## config.mk

```make
export PLATFORM = sky130hd
export DESIGN_NAME = trapTop
export DESIGN_NICKNAME = d
export VERILOG_FILES = /design/src/hdl/trapPkg.sv /design/src/hdl/csrTrapState.sv /design/src/hdl/trapQueue.sv /design/src/hdl/trapTop.sv /design/src/hdl/trapUnit.sv
export SDC_FILE = /design/constraint.sdc
export NUM_CORES = 2
export LEC_CHECK = 0
export ABC_CLOCK_PERIOD_IN_PS = 5400
export BUFFER_PORTS_ARGS = -buffer_cell sky130_fd_sc_hd__buf_2
export CAP_MARGIN = 20
export CORE_MARGIN = 2
export CORE_UTILIZATION = 61
export CTS_CLUSTER_SIZE = 40
export DETAILED_ROUTE_END_ITERATION = 7
export PLACE_DENSITY = 0.84
export SYNTH_ARGS = -nofsm -noshare
export SYNTH_HDL_FRONTEND = slang
export SYNTH_SLANG_ARGS = --single-unit
```

## constraint.sdc

```tcl
create_clock -name clk -period 5.4 [get_ports clk]
set_input_delay 0.27 -clock clk [delete_from_list [all_inputs] [get_ports clk]]
set_output_delay 0.27 -clock clk [all_outputs]
set_load 0.02 [all_outputs]
```

## src/hdl/trapPkg.sv

```systemverilog
////////////////////////////////////////////////////////////
// Trap path package
// Widths, CSR numbers, cause codes and the records that
// travel between the trap producer, its queue and the CSRs
////////////////////////////////////////////////////////////

package trapPkg;

  // Machine word and queue sizing
  localparam int Xlen       = 32;
  localparam int QueueDepth = 4;
  localparam int QueuePtrW  = $clog2(QueueDepth);

  // Vector types with a meaning
  typedef logic [Xlen-1:0] wordT;
  typedef logic [1:0]      privT;
  typedef logic [11:0]     csrAddrT;
  typedef logic [11:0]     irqT;
  typedef logic [2:0]      creditT;
  typedef logic [1:0]      kindT;

  // Privilege levels
  localparam privT PrivU = 2'd0;
  localparam privT PrivS = 2'd1;
  localparam privT PrivM = 2'd3;

  // CSR numbers
  localparam csrAddrT Mstatus  = 12'h300;
  localparam csrAddrT Medeleg  = 12'h302;
  localparam csrAddrT Mideleg  = 12'h303;
  localparam csrAddrT Mie      = 12'h304;
  localparam csrAddrT Mtvec    = 12'h305;
  localparam csrAddrT Mepc     = 12'h341;
  localparam csrAddrT Mcause   = 12'h342;
  localparam csrAddrT Mtval    = 12'h343;
  localparam csrAddrT Stvec    = 12'h105;
  localparam csrAddrT Sepc     = 12'h141;
  localparam csrAddrT Scause   = 12'h142;
  localparam csrAddrT Stval    = 12'h143;
  localparam csrAddrT Minstret = 12'hB02;

  // Exception causes, privileged spec table
  localparam wordT CauseInstrMisaligned = 32'd0;
  localparam wordT CauseInstrAccess     = 32'd1;
  localparam wordT CauseIllegalInstr    = 32'd2;
  localparam wordT CauseBreakpoint      = 32'd3;
  localparam wordT CauseLoadMisaligned  = 32'd4;
  localparam wordT CauseLoadAccess      = 32'd5;
  localparam wordT CauseStoreMisaligned = 32'd6;
  localparam wordT CauseStoreAccess     = 32'd7;
  localparam wordT CauseEcallU          = 32'd8;
  localparam wordT CauseInstrPage       = 32'd12;
  localparam wordT CauseLoadPage        = 32'd13;
  localparam wordT CauseStorePage       = 32'd15;
  // Interrupt flag in mcause/scause
  localparam wordT CauseIntFlag         = 32'h8000_0000;

  // Interrupt bit positions in mip/mie
  localparam int IrqMei = 11;
  localparam int IrqMsi = 3;
  localparam int IrqMti = 7;
  localparam int IrqSei = 9;
  localparam int IrqSsi = 1;
  localparam int IrqSti = 5;

  // mstatus fields
  localparam int StatusSie   = 1;
  localparam int StatusMie   = 3;
  localparam int StatusSpie  = 5;
  localparam int StatusMpie  = 7;
  localparam int StatusSpp   = 8;
  localparam int StatusMppLo = 11;
  localparam int StatusMppHi = 12;

  // Record kinds and return flavours
  localparam kindT KindNormal   = 2'd0;
  localparam kindT KindTrap     = 2'd1;
  localparam kindT KindReturn   = 2'd2;
  localparam kindT KindSquashed = 2'd3;
  localparam logic RetMret      = 1'b0;
  localparam logic RetSret      = 1'b1;

  typedef struct packed {
    logic instrMisaligned;
    logic instrAccess;
    logic illegalInstr;
    logic breakpoint;
    logic loadMisaligned;
    logic loadAccess;
    logic storeMisaligned;
    logic storeAccess;
    logic ecall;
    logic instrPage;
    logic loadPage;
    logic storePage;
  } faultFlagsT;

  typedef struct packed {
    wordT       pc;
    wordT       instr;
    wordT       instrMisalignedAdr;
    wordT       dataAdr;
    faultFlagsT faults;
    logic       mret;
    logic       sret;
  } retireEventT;

  typedef struct packed {
    kindT kind;
    privT toPriv;
    logic retKind;
    wordT nextPc;
    wordT cause;
    wordT tval;
    wordT epc;
  } trapRecordT;

  // CSR view the producer needs for classification
  typedef struct packed {
    privT priv;
    wordT mstatus;
    wordT medeleg;
    irqT  mideleg;
    irqT  mie;
    wordT mtvec;
    wordT stvec;
    wordT mepc;
    wordT sepc;
  } trapStateT;

  typedef struct packed {
    logic    en;
    csrAddrT addr;
    wordT    data;
  } csrWriteT;

  typedef struct packed {
    wordT pc;
    privT priv;
  } redirectT;

endpackage

```

## src/hdl/csrTrapState.sv

```systemverilog
////////////////////////////////////////////////////////////
// Privileged state consumer
// Applies trap records to the CSRs and offers the redirect
////////////////////////////////////////////////////////////

`timescale 1ns/100ps

module csrTrapState import trapPkg::*; (
  input  logic       clk,
  input  logic       reset,
  input  logic       headValid,
  input  trapRecordT head,
  input  logic       redirectReady,
  input  csrWriteT   csrWrite,
  input  csrAddrT    csrRdAddr,
  output logic       pop,
  output logic       flushDone,
  output logic       redirectValid,
  output redirectT   redirect,
  output trapStateT  state,
  output wordT       csrRdData
);

  privT priv;
  wordT mstatus, medeleg, mtvec, stvec;
  irqT  mideleg, mie;
  wordT mepc, mcause, mtval;
  wordT sepc, scause, stval;
  wordT minstret;
  logic isCtrl;

  // Traps and returns need the fetch side to take them
  assign isCtrl        = (head.kind == KindTrap) || (head.kind == KindReturn);
  assign redirectValid = headValid && isCtrl;
  assign redirect.pc   = head.nextPc;
  assign redirect.priv = head.toPriv;
  assign pop           = headValid && (!isCtrl || redirectReady);
  assign flushDone     = pop && isCtrl;

  // Register view for the producer
  assign state.priv    = priv;
  assign state.mstatus = mstatus;
  assign state.medeleg = medeleg;
  assign state.mideleg = mideleg;
  assign state.mie     = mie;
  assign state.mtvec   = mtvec;
  assign state.stvec   = stvec;
  assign state.mepc    = mepc;
  assign state.sepc    = sepc;

  ////////////////////////////////////////////////////////////
  // CSR update
  ////////////////////////////////////////////////////////////

  always_ff @(posedge clk) begin
    if (reset) begin
      priv     <= PrivM;
      mstatus  <= '0;
      medeleg  <= '0;
      mideleg  <= '0;
      mie      <= '0;
      mtvec    <= '0;
      stvec    <= '0;
      mepc     <= '0;
      mcause   <= '0;
      mtval    <= '0;
      sepc     <= '0;
      scause   <= '0;
      stval    <= '0;
      minstret <= '0;
    end else begin
      // Outside port, used only with the queue empty
      if (csrWrite.en) begin
        case (csrWrite.addr)
          Mstatus:  mstatus  <= csrWrite.data;
          Medeleg:  medeleg  <= csrWrite.data;
          Mideleg:  mideleg  <= csrWrite.data[11:0];
          Mie:      mie      <= csrWrite.data[11:0];
          Mtvec:    mtvec    <= csrWrite.data;
          Mepc:     mepc     <= csrWrite.data;
          Mcause:   mcause   <= csrWrite.data;
          Mtval:    mtval    <= csrWrite.data;
          Stvec:    stvec    <= csrWrite.data;
          Sepc:     sepc     <= csrWrite.data;
          Scause:   scause   <= csrWrite.data;
          Stval:    stval    <= csrWrite.data;
          Minstret: minstret <= csrWrite.data;
          default:  ;
        endcase
      end
      if (pop) begin
        case (head.kind)
          KindNormal: minstret <= minstret + 1'b1;
          KindTrap: begin
            if (head.toPriv == PrivM) begin
              mepc                <= head.epc;
              mcause              <= head.cause;
              mtval               <= head.tval;
              mstatus[StatusMpie] <= mstatus[StatusMie];
              mstatus[StatusMie]  <= 1'b0;
              mstatus[StatusMppHi:StatusMppLo] <= priv;
            end else begin
              sepc                <= head.epc;
              scause              <= head.cause;
              stval               <= head.tval;
              mstatus[StatusSpie] <= mstatus[StatusSie];
              mstatus[StatusSie]  <= 1'b0;
              // SPP only holds U or S
              mstatus[StatusSpp]  <= priv[0];
            end
            priv <= head.toPriv;
          end
          KindReturn: begin
            if (head.retKind == RetMret) begin
              priv                <= mstatus[StatusMppHi:StatusMppLo];
              mstatus[StatusMie]  <= mstatus[StatusMpie];
              mstatus[StatusMpie] <= 1'b1;
            end else begin
              priv                <= {1'b0, mstatus[StatusSpp]};
              mstatus[StatusSie]  <= mstatus[StatusSpie];
              mstatus[StatusSpie] <= 1'b1;
            end
          end
          // Squashed records leave no trace
          default: ;
        endcase
      end
    end
  end

  // Combinational read port
  always_comb begin
    case (csrRdAddr)
      Mstatus:  csrRdData = mstatus;
      Medeleg:  csrRdData = medeleg;
      Mideleg:  csrRdData = wordT'(mideleg);
      Mie:      csrRdData = wordT'(mie);
      Mtvec:    csrRdData = mtvec;
      Mepc:     csrRdData = mepc;
      Mcause:   csrRdData = mcause;
      Mtval:    csrRdData = mtval;
      Stvec:    csrRdData = stvec;
      Sepc:     csrRdData = sepc;
      Scause:   csrRdData = scause;
      Stval:    csrRdData = stval;
      Minstret: csrRdData = minstret;
      default:  csrRdData = '0;
    endcase
  end

endmodule

```

## src/hdl/trapQueue.sv

```systemverilog
////////////////////////////////////////////////////////////
// Trap record queue
// Credit-managed FIFO, one credit back per pop
////////////////////////////////////////////////////////////

`timescale 1ns/100ps

module trapQueue import trapPkg::*; (
  input  logic       clk,
  input  logic       reset,
  input  logic       recValid,
  input  trapRecordT rec,
  input  logic       pop,
  output logic       headValid,
  output trapRecordT head,
  output logic       creditReturn
);

  trapRecordT            mem [QueueDepth];
  logic [QueuePtrW-1:0]  wrPtr, rdPtr;
  creditT                count;
  logic                  doPop;

  // Producer holds a credit per write, so no full check
  assign doPop     = pop && headValid;
  assign headValid = (count != '0);
  assign head      = mem[rdPtr];

  // Storage
  always_ff @(posedge clk) begin
    if (recValid) begin
      mem[wrPtr] <= rec;
    end
  end

  // Pointers wrap naturally, depth is a power of two
  always_ff @(posedge clk) begin
    if (reset) begin
      wrPtr        <= '0;
      rdPtr        <= '0;
      count        <= '0;
      creditReturn <= 1'b0;
    end else begin
      if (recValid) begin
        wrPtr <= wrPtr + 1'b1;
      end
      if (doPop) begin
        rdPtr <= rdPtr + 1'b1;
      end
      count        <= count + creditT'(recValid) - creditT'(doPop);
      // One-cycle pulse after every pop
      creditReturn <= doPop;
    end
  end

endmodule

```

## src/hdl/trapTop.sv

```systemverilog
////////////////////////////////////////////////////////////
// Trap path top level
// Producer, credit queue and CSR consumer in a chain
////////////////////////////////////////////////////////////

`timescale 1ns/100ps

module trapTop import trapPkg::*; (
  input  logic        clk,
  input  logic        reset,
  input  logic        retireValid,
  input  retireEventT retire,
  input  irqT         irqLines,
  input  logic        redirectReady,
  input  csrWriteT    csrWrite,
  input  csrAddrT     csrRdAddr,
  output logic        retireReady,
  output logic        redirectValid,
  output redirectT    redirect,
  output wordT        csrRdData
);

  // Producer to queue
  logic       recValid;
  trapRecordT rec;
  logic       creditReturn;

  // Queue to consumer
  logic       headValid;
  trapRecordT head;
  logic       pop;

  // Consumer back to producer
  trapStateT  state;
  logic       flushDone;

  trapUnit trapUnit0 (
    .clk          (clk),
    .reset        (reset),
    .retireValid  (retireValid),
    .retire       (retire),
    .irqLines     (irqLines),
    .state        (state),
    .creditReturn (creditReturn),
    .flushDone    (flushDone),
    .retireReady  (retireReady),
    .recValid     (recValid),
    .rec          (rec)
  );

  trapQueue trapQueue0 (
    .clk          (clk),
    .reset        (reset),
    .recValid     (recValid),
    .rec          (rec),
    .pop          (pop),
    .headValid    (headValid),
    .head         (head),
    .creditReturn (creditReturn)
  );

  csrTrapState csrTrapState0 (
    .clk           (clk),
    .reset         (reset),
    .headValid     (headValid),
    .head          (head),
    .redirectReady (redirectReady),
    .csrWrite      (csrWrite),
    .csrRdAddr     (csrRdAddr),
    .pop           (pop),
    .flushDone     (flushDone),
    .redirectValid (redirectValid),
    .redirect      (redirect),
    .state         (state),
    .csrRdData     (csrRdData)
  );

endmodule

```

## src/hdl/trapUnit.sv

```systemverilog
////////////////////////////////////////////////////////////
// Trap producer
// Classifies each retire, ranks causes, builds trap records
////////////////////////////////////////////////////////////

`timescale 1ns/100ps

module trapUnit import trapPkg::*; (
  input  logic        clk,
  input  logic        reset,
  input  logic        retireValid,
  input  retireEventT retire,
  input  irqT         irqLines,
  input  trapStateT   state,
  input  logic        creditReturn,
  input  logic        flushDone,
  output logic        retireReady,
  output logic        recValid,
  output trapRecordT  rec
);

  typedef enum logic {Run, Squash} squashStateT;

  squashStateT squashState;
  creditT      credits;
  logic        accept;
  logic        mIntEn, sIntEn;
  irqT         pendInts;
  logic        isInt, isExc, isTrap, isRet;
  logic        delegBit;
  faultFlagsT  f;
  wordT        cause, tval, tvec, vector;
  privT        toPriv;
  trapRecordT  nextRec;

  // Credit counter, one per free queue slot
  assign retireReady = (credits != '0);
  assign accept      = retireValid && retireReady;

  always_ff @(posedge clk) begin
    if (reset) begin
      credits <= creditT'(QueueDepth);
    end else begin
      // Send and return in one cycle cancel out
      credits <= credits - creditT'(accept) + creditT'(creditReturn);
    end
  end

  ////////////////////////////////////////////////////////////
  // Interrupt and exception classification
  ////////////////////////////////////////////////////////////

  // Global enables follow the current privilege
  assign mIntEn = (state.priv != PrivM) || state.mstatus[StatusMie];
  assign sIntEn = (state.priv == PrivU) ||
                  ((state.priv == PrivS) && state.mstatus[StatusSie]);

  // M-level lines are the undelegated ones
  assign pendInts = (irqLines & state.mie & ~state.mideleg & {12{mIntEn}}) |
                    (irqLines & state.mie & state.mideleg & {12{sIntEn}});

  assign f      = retire.faults;
  assign isInt  = |pendInts;
  assign isExc  = |f;
  assign isTrap = isInt || isExc;
  assign isRet  = retire.mret || retire.sret;

  // Interrupts first, then exceptions in spec order
  always_comb begin
    if      (pendInts[IrqMei])  cause = CauseIntFlag | wordT'(IrqMei);
    else if (pendInts[IrqMsi])  cause = CauseIntFlag | wordT'(IrqMsi);
    else if (pendInts[IrqMti])  cause = CauseIntFlag | wordT'(IrqMti);
    else if (pendInts[IrqSei])  cause = CauseIntFlag | wordT'(IrqSei);
    else if (pendInts[IrqSsi])  cause = CauseIntFlag | wordT'(IrqSsi);
    else if (pendInts[IrqSti])  cause = CauseIntFlag | wordT'(IrqSti);
    else if (f.instrPage)       cause = CauseInstrPage;
    else if (f.instrAccess)     cause = CauseInstrAccess;
    else if (f.instrMisaligned) cause = CauseInstrMisaligned;
    else if (f.illegalInstr)    cause = CauseIllegalInstr;
    else if (f.breakpoint)      cause = CauseBreakpoint;
    // Ecall code tracks the trapping privilege
    else if (f.ecall)           cause = CauseEcallU + wordT'(state.priv);
    else if (f.loadMisaligned)  cause = CauseLoadMisaligned;
    else if (f.storeMisaligned) cause = CauseStoreMisaligned;
    else if (f.loadPage)        cause = CauseLoadPage;
    else if (f.storePage)       cause = CauseStorePage;
    else if (f.loadAccess)      cause = CauseLoadAccess;
    else if (f.storeAccess)     cause = CauseStoreAccess;
    else                        cause = '0;
  end

  // Delegation only applies below M
  assign delegBit = isInt ? state.mideleg[cause[3:0]] : state.medeleg[cause[4:0]];
  assign toPriv   = ((state.priv != PrivM) && delegBit) ? PrivS : PrivM;

  // Vectored mode adds 4 x code for interrupts only
  assign tvec = (toPriv == PrivS) ? state.stvec : state.mtvec;
  always_comb begin
    vector = {tvec[Xlen-1:2], 2'b00};
    if ((tvec[1:0] == 2'b01) && isInt) begin
      vector = vector + {cause[Xlen-3:0], 2'b00};
    end
  end

  // Trap value for the cause that won
  always_comb begin
    if (isInt || !isExc) begin
      tval = '0;
    end else begin
      case (cause)
        CauseInstrMisaligned:                 tval = retire.instrMisalignedAdr;
        CauseLoadMisaligned, CauseStoreMisaligned,
        CauseLoadPage, CauseStorePage:        tval = retire.dataAdr;
        CauseBreakpoint, CauseInstrPage:      tval = retire.pc;
        CauseIllegalInstr:                    tval = retire.instr;
        default:                              tval = '0;
      endcase
    end
  end

  ////////////////////////////////////////////////////////////
  // Record build and squash FSM
  ////////////////////////////////////////////////////////////

  always_comb begin
    nextRec     = '0;
    nextRec.epc = retire.pc;
    if (squashState == Squash) begin
      nextRec.kind = KindSquashed;
    end else if (isTrap) begin
      nextRec.kind   = KindTrap;
      nextRec.toPriv = toPriv;
      nextRec.nextPc = vector;
      nextRec.cause  = cause;
      nextRec.tval   = tval;
    end else if (isRet) begin
      nextRec.kind    = KindReturn;
      nextRec.retKind = retire.mret ? RetMret : RetSret;
      nextRec.nextPc  = retire.mret ? state.mepc : state.sepc;
      // Destination privilege from the saved previous mode
      nextRec.toPriv  = retire.mret ? state.mstatus[StatusMppHi:StatusMppLo]
                                    : {1'b0, state.mstatus[StatusSpp]};
    end else begin
      nextRec.kind = KindNormal;
    end
  end

  always_ff @(posedge clk) begin
    if (reset) begin
      squashState <= Run;
      recValid    <= 1'b0;
    end else begin
      recValid <= accept;
      case (squashState)
        Run:     if (accept && (isTrap || isRet)) squashState <= Squash;
        // Hold until the control record has been applied
        Squash:  if (flushDone) squashState <= Run;
        default: squashState <= Run;
      endcase
    end
  end

  // Payload register
  always_ff @(posedge clk) begin
    if (accept) begin
      rec <= nextRec;
    end
  end

endmodule

```

==> run summary <==
The number of antenna violations at the first check in global routing came to 9. The final design area excluding fillers came out at 46690 sq um. The starting density of the core is 0.6147. The number of cells on the critical path came out at 24. In the final design database the tool counted 3964 nets. The worst path arrival time came out at 5500 ps. The slew of the pin with the lowest slew margin is 1280 ps. The number of nets handed over by synthesis was 3673. The floorplan row count came out at 94. Among all flip-flop cells after synthesis, the most frequent one is sky130_fd_sc_hd__edfxtp_1.

The slack of the critical path came out at 267.6 ps. The cell count after synthesis is 3439. The total number of clock tree sinks is 923. The overall global routing resource usage came out at 0.3811. The H-tree depth is 3.

The width of the die is 261.2 um. The relative slew slack came out at 0.1458. The setup check on the worst reg-to-reg path leaves a slack of 270 ps. The worst register-to-register path ends at trapUnit0.rec[123]. The worst setup path is of the reg2reg kind. By count the netlist is led by sky130_fd_sc_hd__edfxtp_1 (530), sky130_fd_sc_hd__nand2_1 (474), sky130_fd_sc_hd__dfxtp_1 (393), sky130_fd_sc_hd__nor2_1 (341), sky130_fd_sc_hd__mux2i_1 (243).

The placement-stage worst setup slack came out at 8.084 ps. The minimum clock period is 5132 ps. Among all cell types in the netlist, the one instantiated most often is sky130_fd_sc_hd__edfxtp_1. The warning count from the yosys run came out at 0. The dominant cell type by area after synthesis is sky130_fd_sc_hd__edfxtp_1. Setup repair after global routing left no endpoint under its margin. The number of enable-type register cells in the synthesized netlist is 530. The cell repeated most along the worst path is sky130_fd_sc_hd__buf_4. The first global-routing pass estimated 193400 um of wire. The number of antenna-violating nets in the routed design is 0.

The area of the mapped netlist is 40340 sq um. In this design, the stage delay of the slowest critical-path cell is 390 ps. Broken down by cell family, the worst path's largest delay share belongs to simple AND/OR/NAND/NOR gates. Across the run, the number of max-cap violations was 0. The mean post-synth cell area came out at 11.73 sq um. The number of slew-limit violations in the final report is 0. The number of buffers and inverters on the critical path came out at 6. Derived from the worst setup path, the maximum achievable clock frequency is 194.8 MHz. The region available for standard cell placement spans 65630 sq um. The final routed wirelength across all metal layers is 131600 um.

Counting flops and latches in the post-synthesis netlist gives 923. The layout cell share with drive strength beyond 1 is 0.1873. The detailed-router iteration count before antenna repair came out at 6. The number of input and output port buffers inserted came out at 282. The number of global-route vias before repair came out at 30893. The filler cells instantiated in the layout total 4343.

Sorting the synthesized cells by area gives the leading types as sky130_fd_sc_hd__edfxtp_1 (39%), sky130_fd_sc_hd__dfxtp_1 (20%), sky130_fd_sc_hd__mux2i_1 (6.0%). The maximum number of pins on one net before global-route repair came out at 159. TritonCTS built the clock tree. Using the TritonRoute via totals, the vias-per-cell ratio works out to 6.909. The number of DRC violations after detailed-routing iteration 0 came out at 5341.

STA classifies the critical path endpoint as a flop. The placer congestion estimate came out at 1.044. The launch point of the worst reg-to-reg path is csrTrapState0.mstatus[1]. The number of vias in the routed layout is 32306. The share of async-settable or async-resettable flops after synthesis came out at 0. The die covers 68200 sq um. In this run the worst hold path is classified as in2reg. The latest clock arrival within the worst-skew pair came out at 660 ps.

In the finished design, the share of the clock period the worst path needs comes to 0.9505. Traced cell by cell, the critical path runs through and2b_2, a21o_1, or2_1, buf_4, o2111ai_1, and2_1, inv_1, nor4_1, a221oi_2, o21ai_4, buf_4, mux2i_1, inv_1, ha_1, a21o_1, a21oi_1, buf_4, or2_2, nor4_2, buf_4, nand3_1, xnor2_1, mux2i_1, o22ai_1. The number of buffers on the longest clock path is 3. The critical path ends at trapUnit0.rec[123]. In this run the worst path has a maximum fanout of 7. For this design, the slowest cell found on the critical path is sky130_fd_sc_hd__dfxtp_1. The area added between synthesis and finish is 15.75%. In the final routed layout, each cell accounts on average for 28.15 um. The root buffer cell is sky130_fd_sc_hd__clkbuf_16. The run finished with clean final reports.

The number of endpoints with negative hold slack in the final report is 0. Summed over all cells, the static leakage comes to 17.47 nW. The proportion of netlist area held by the largest area contributor is 0.3945. The length in cells of the worst reg-to-reg path is 24. After clock tree synthesis, the clock-pin slew on the worst setup and hold paths is 70 ps. The final routed DRC violation total is 0. The required time of the critical path came out at 5770 ps. IR analysis of the VDD net gives a maximum drop of 368.8 uV. Setup violations remaining at the end of the flow were counted as 0. Global routing finished with a remaining overflow of 0. In this run, distinct cell masters in the synthesized netlist total 86. 283 I/O pins were placed. The share of the Yosys chip area taken by registers is 0.5896. The floorplan die height came out at 261.2 um. The post-route clock skew is 21.66 ps. For this design the ratio of total power to cell area is 406.8 nW/um^2. STA classifies the critical path startpoint as a flop. The total cell area at the placement stage is 42830 sq um. The launching element of the worst setup path is csrTrapState0.mstatus[1]. The post-DP HPWL is 81460 um. Clock tree synthesis inserted a total of 89 buffers. The final sum of negative setup slack is 0 ps.
power breakdown:
group          internal [W]  switching, W
Clock               0.00371       0.00277
Sequential          0.00831      0.000616
Combinational       0.00136       0.00224
worst min-delay path by stage:
stage	start	slack, ps	cells past startpoint	to
after detailed placement	csrTrapState0.medeleg[20]	450	2	csrTrapState0.medeleg[20]
after CTS	csrWrite[11]	5	3	csrTrapState0.minstret[11]
final	retire[23]	20	3	trapUnit0.rec[41]
after floorplan	retire[110]	370	0	trapUnit0.rec[0]
after global placement	csrTrapState0.scause[15]	440	2	csrTrapState0.scause[15]
after global routing	retire[23]	30	3	trapUnit0.rec[41]
layout make-up:
| type | count | area [sq um] | area share |
|---|---|---|---|
| sequential | 923 | 23790 | 0.5096 |
| multi-input combinational | 2217 | 15600 | 0.3340 |
| timing repair buffer | 468 | 3070 | 0.06576 |
| clock buffer | 124 | 2546 | 0.05453 |
| tap | 864 | 1081 | 0.02315 |
| clock inverter | 44 | 473.0 | 0.01013 |
| inverter | 31 | 118.9 | 0.002546 |
| antenna | 5 | 12.51 | 0.0002680 |
stage by stage:
step	hold WS, ps	total power [W]	cells	utilization
global placement	441.1	0.01226	4424	0.6526
CTS	4.655	0.01880	4670	0.7105
finish	17.14	0.01899	4676	0.7115
global route	29.17	0.01951	4675	0.7114
detailed placement	446.4	0.01239	4424	0.6526
floorplan	368.9	0.01113	3439	-
layer usage:
metal | up-vias | GRT usage | routed length, um
li1 | 13538 | - | -
met1 | 15581 | 0.5228 | 48410
met2 | 2673 | 0.5732 | 58250
met3 | 508 | 0.09621 | 18490
met4 | 6 | 0.1809 | 6454
met5 | - | 0 | 42
registers in the layout, summed over array words and instances, names as in the netlist, 3 cells and up, named ones only:
name and cells:
csrTrapState0.mepc 32, trapQueue0.mem 424, csrTrapState0.stvec 32, csrTrapState0.scause 32, csrTrapState0.mie 12, csrTrapState0.mtvec 32
csrTrapState0.mtval 32, trapUnit0.rec 106, csrTrapState0.mcause 32, csrTrapState0.minstret 32, csrTrapState0.mstatus 32, csrTrapState0.medeleg 32
trapQueue0.count 3, csrTrapState0.stval 32, csrTrapState0.mideleg 12, trapUnit0.credits 3, csrTrapState0.sepc 32
kinds of logic (layout without fill, tap and decap cells):
logic type      after synthesis  after routing  synth area share
flops                       923            923            0.5896
mux                         360            360            0.1227
fa+ha+maj                    19             19          0.006452
buf+inv                     299            667           0.02847
compound gates              723            723            0.1275
other cells                   0              5                 0
xor+xnor                     61             61           0.01324
simple gates               1054           1054            0.1120
tightest hold or removal path, stage by stage:
cell and delay (ps):
sky130_fd_sc_hd__buf_2 80, sky130_fd_sc_hd__a221oi_1 80, sky130_fd_sc_hd__nor2_1 110
what timing repair did:
action / 4_1_cts / 5_1_grt
resized for setup: 0 / 13
endpoints found under the setup margin: 0 / 24
buffers inserted: 0 / 0
hold buffers: 78 / 0
hold endpoints to repair: 145 / 0
layout by cell type (no fill, tap or decap), types with 10 or more instances in the layout:
cell type / n
sky130_fd_sc_hd__a211oi_1: 135
sky130_fd_sc_hd__a21oi_1: 214
sky130_fd_sc_hd__a221oi_1: 87
sky130_fd_sc_hd__a222oi_1: 32
sky130_fd_sc_hd__a22o_1: 44
sky130_fd_sc_hd__a22oi_1: 52
sky130_fd_sc_hd__a311oi_1: 23
sky130_fd_sc_hd__and3_1: 35
sky130_fd_sc_hd__buf_2: 281
sky130_fd_sc_hd__buf_4: 103
sky130_fd_sc_hd__clkbuf_1: 15
sky130_fd_sc_hd__clkbuf_16: 93
sky130_fd_sc_hd__clkinv_1: 11
sky130_fd_sc_hd__clkinv_2: 14
sky130_fd_sc_hd__dfxtp_1: 389
sky130_fd_sc_hd__dlygate4sd3_1: 78
sky130_fd_sc_hd__edfxtp_1: 530
sky130_fd_sc_hd__ha_1: 16
sky130_fd_sc_hd__inv_1: 29
sky130_fd_sc_hd__mux2i_1: 242
sky130_fd_sc_hd__mux4_2: 106
sky130_fd_sc_hd__nand2_1: 464
sky130_fd_sc_hd__nand3_1: 56
sky130_fd_sc_hd__nand4_1: 33
sky130_fd_sc_hd__nor2_1: 333
sky130_fd_sc_hd__nor2b_1: 10
sky130_fd_sc_hd__nor3_1: 21
sky130_fd_sc_hd__o21ai_0: 24
sky130_fd_sc_hd__o21ai_1: 10
sky130_fd_sc_hd__o22ai_1: 29
sky130_fd_sc_hd__xnor2_1: 26
sky130_fd_sc_hd__xor2_1: 35
No activity file was read; power rests on OpenSTA's default activity.
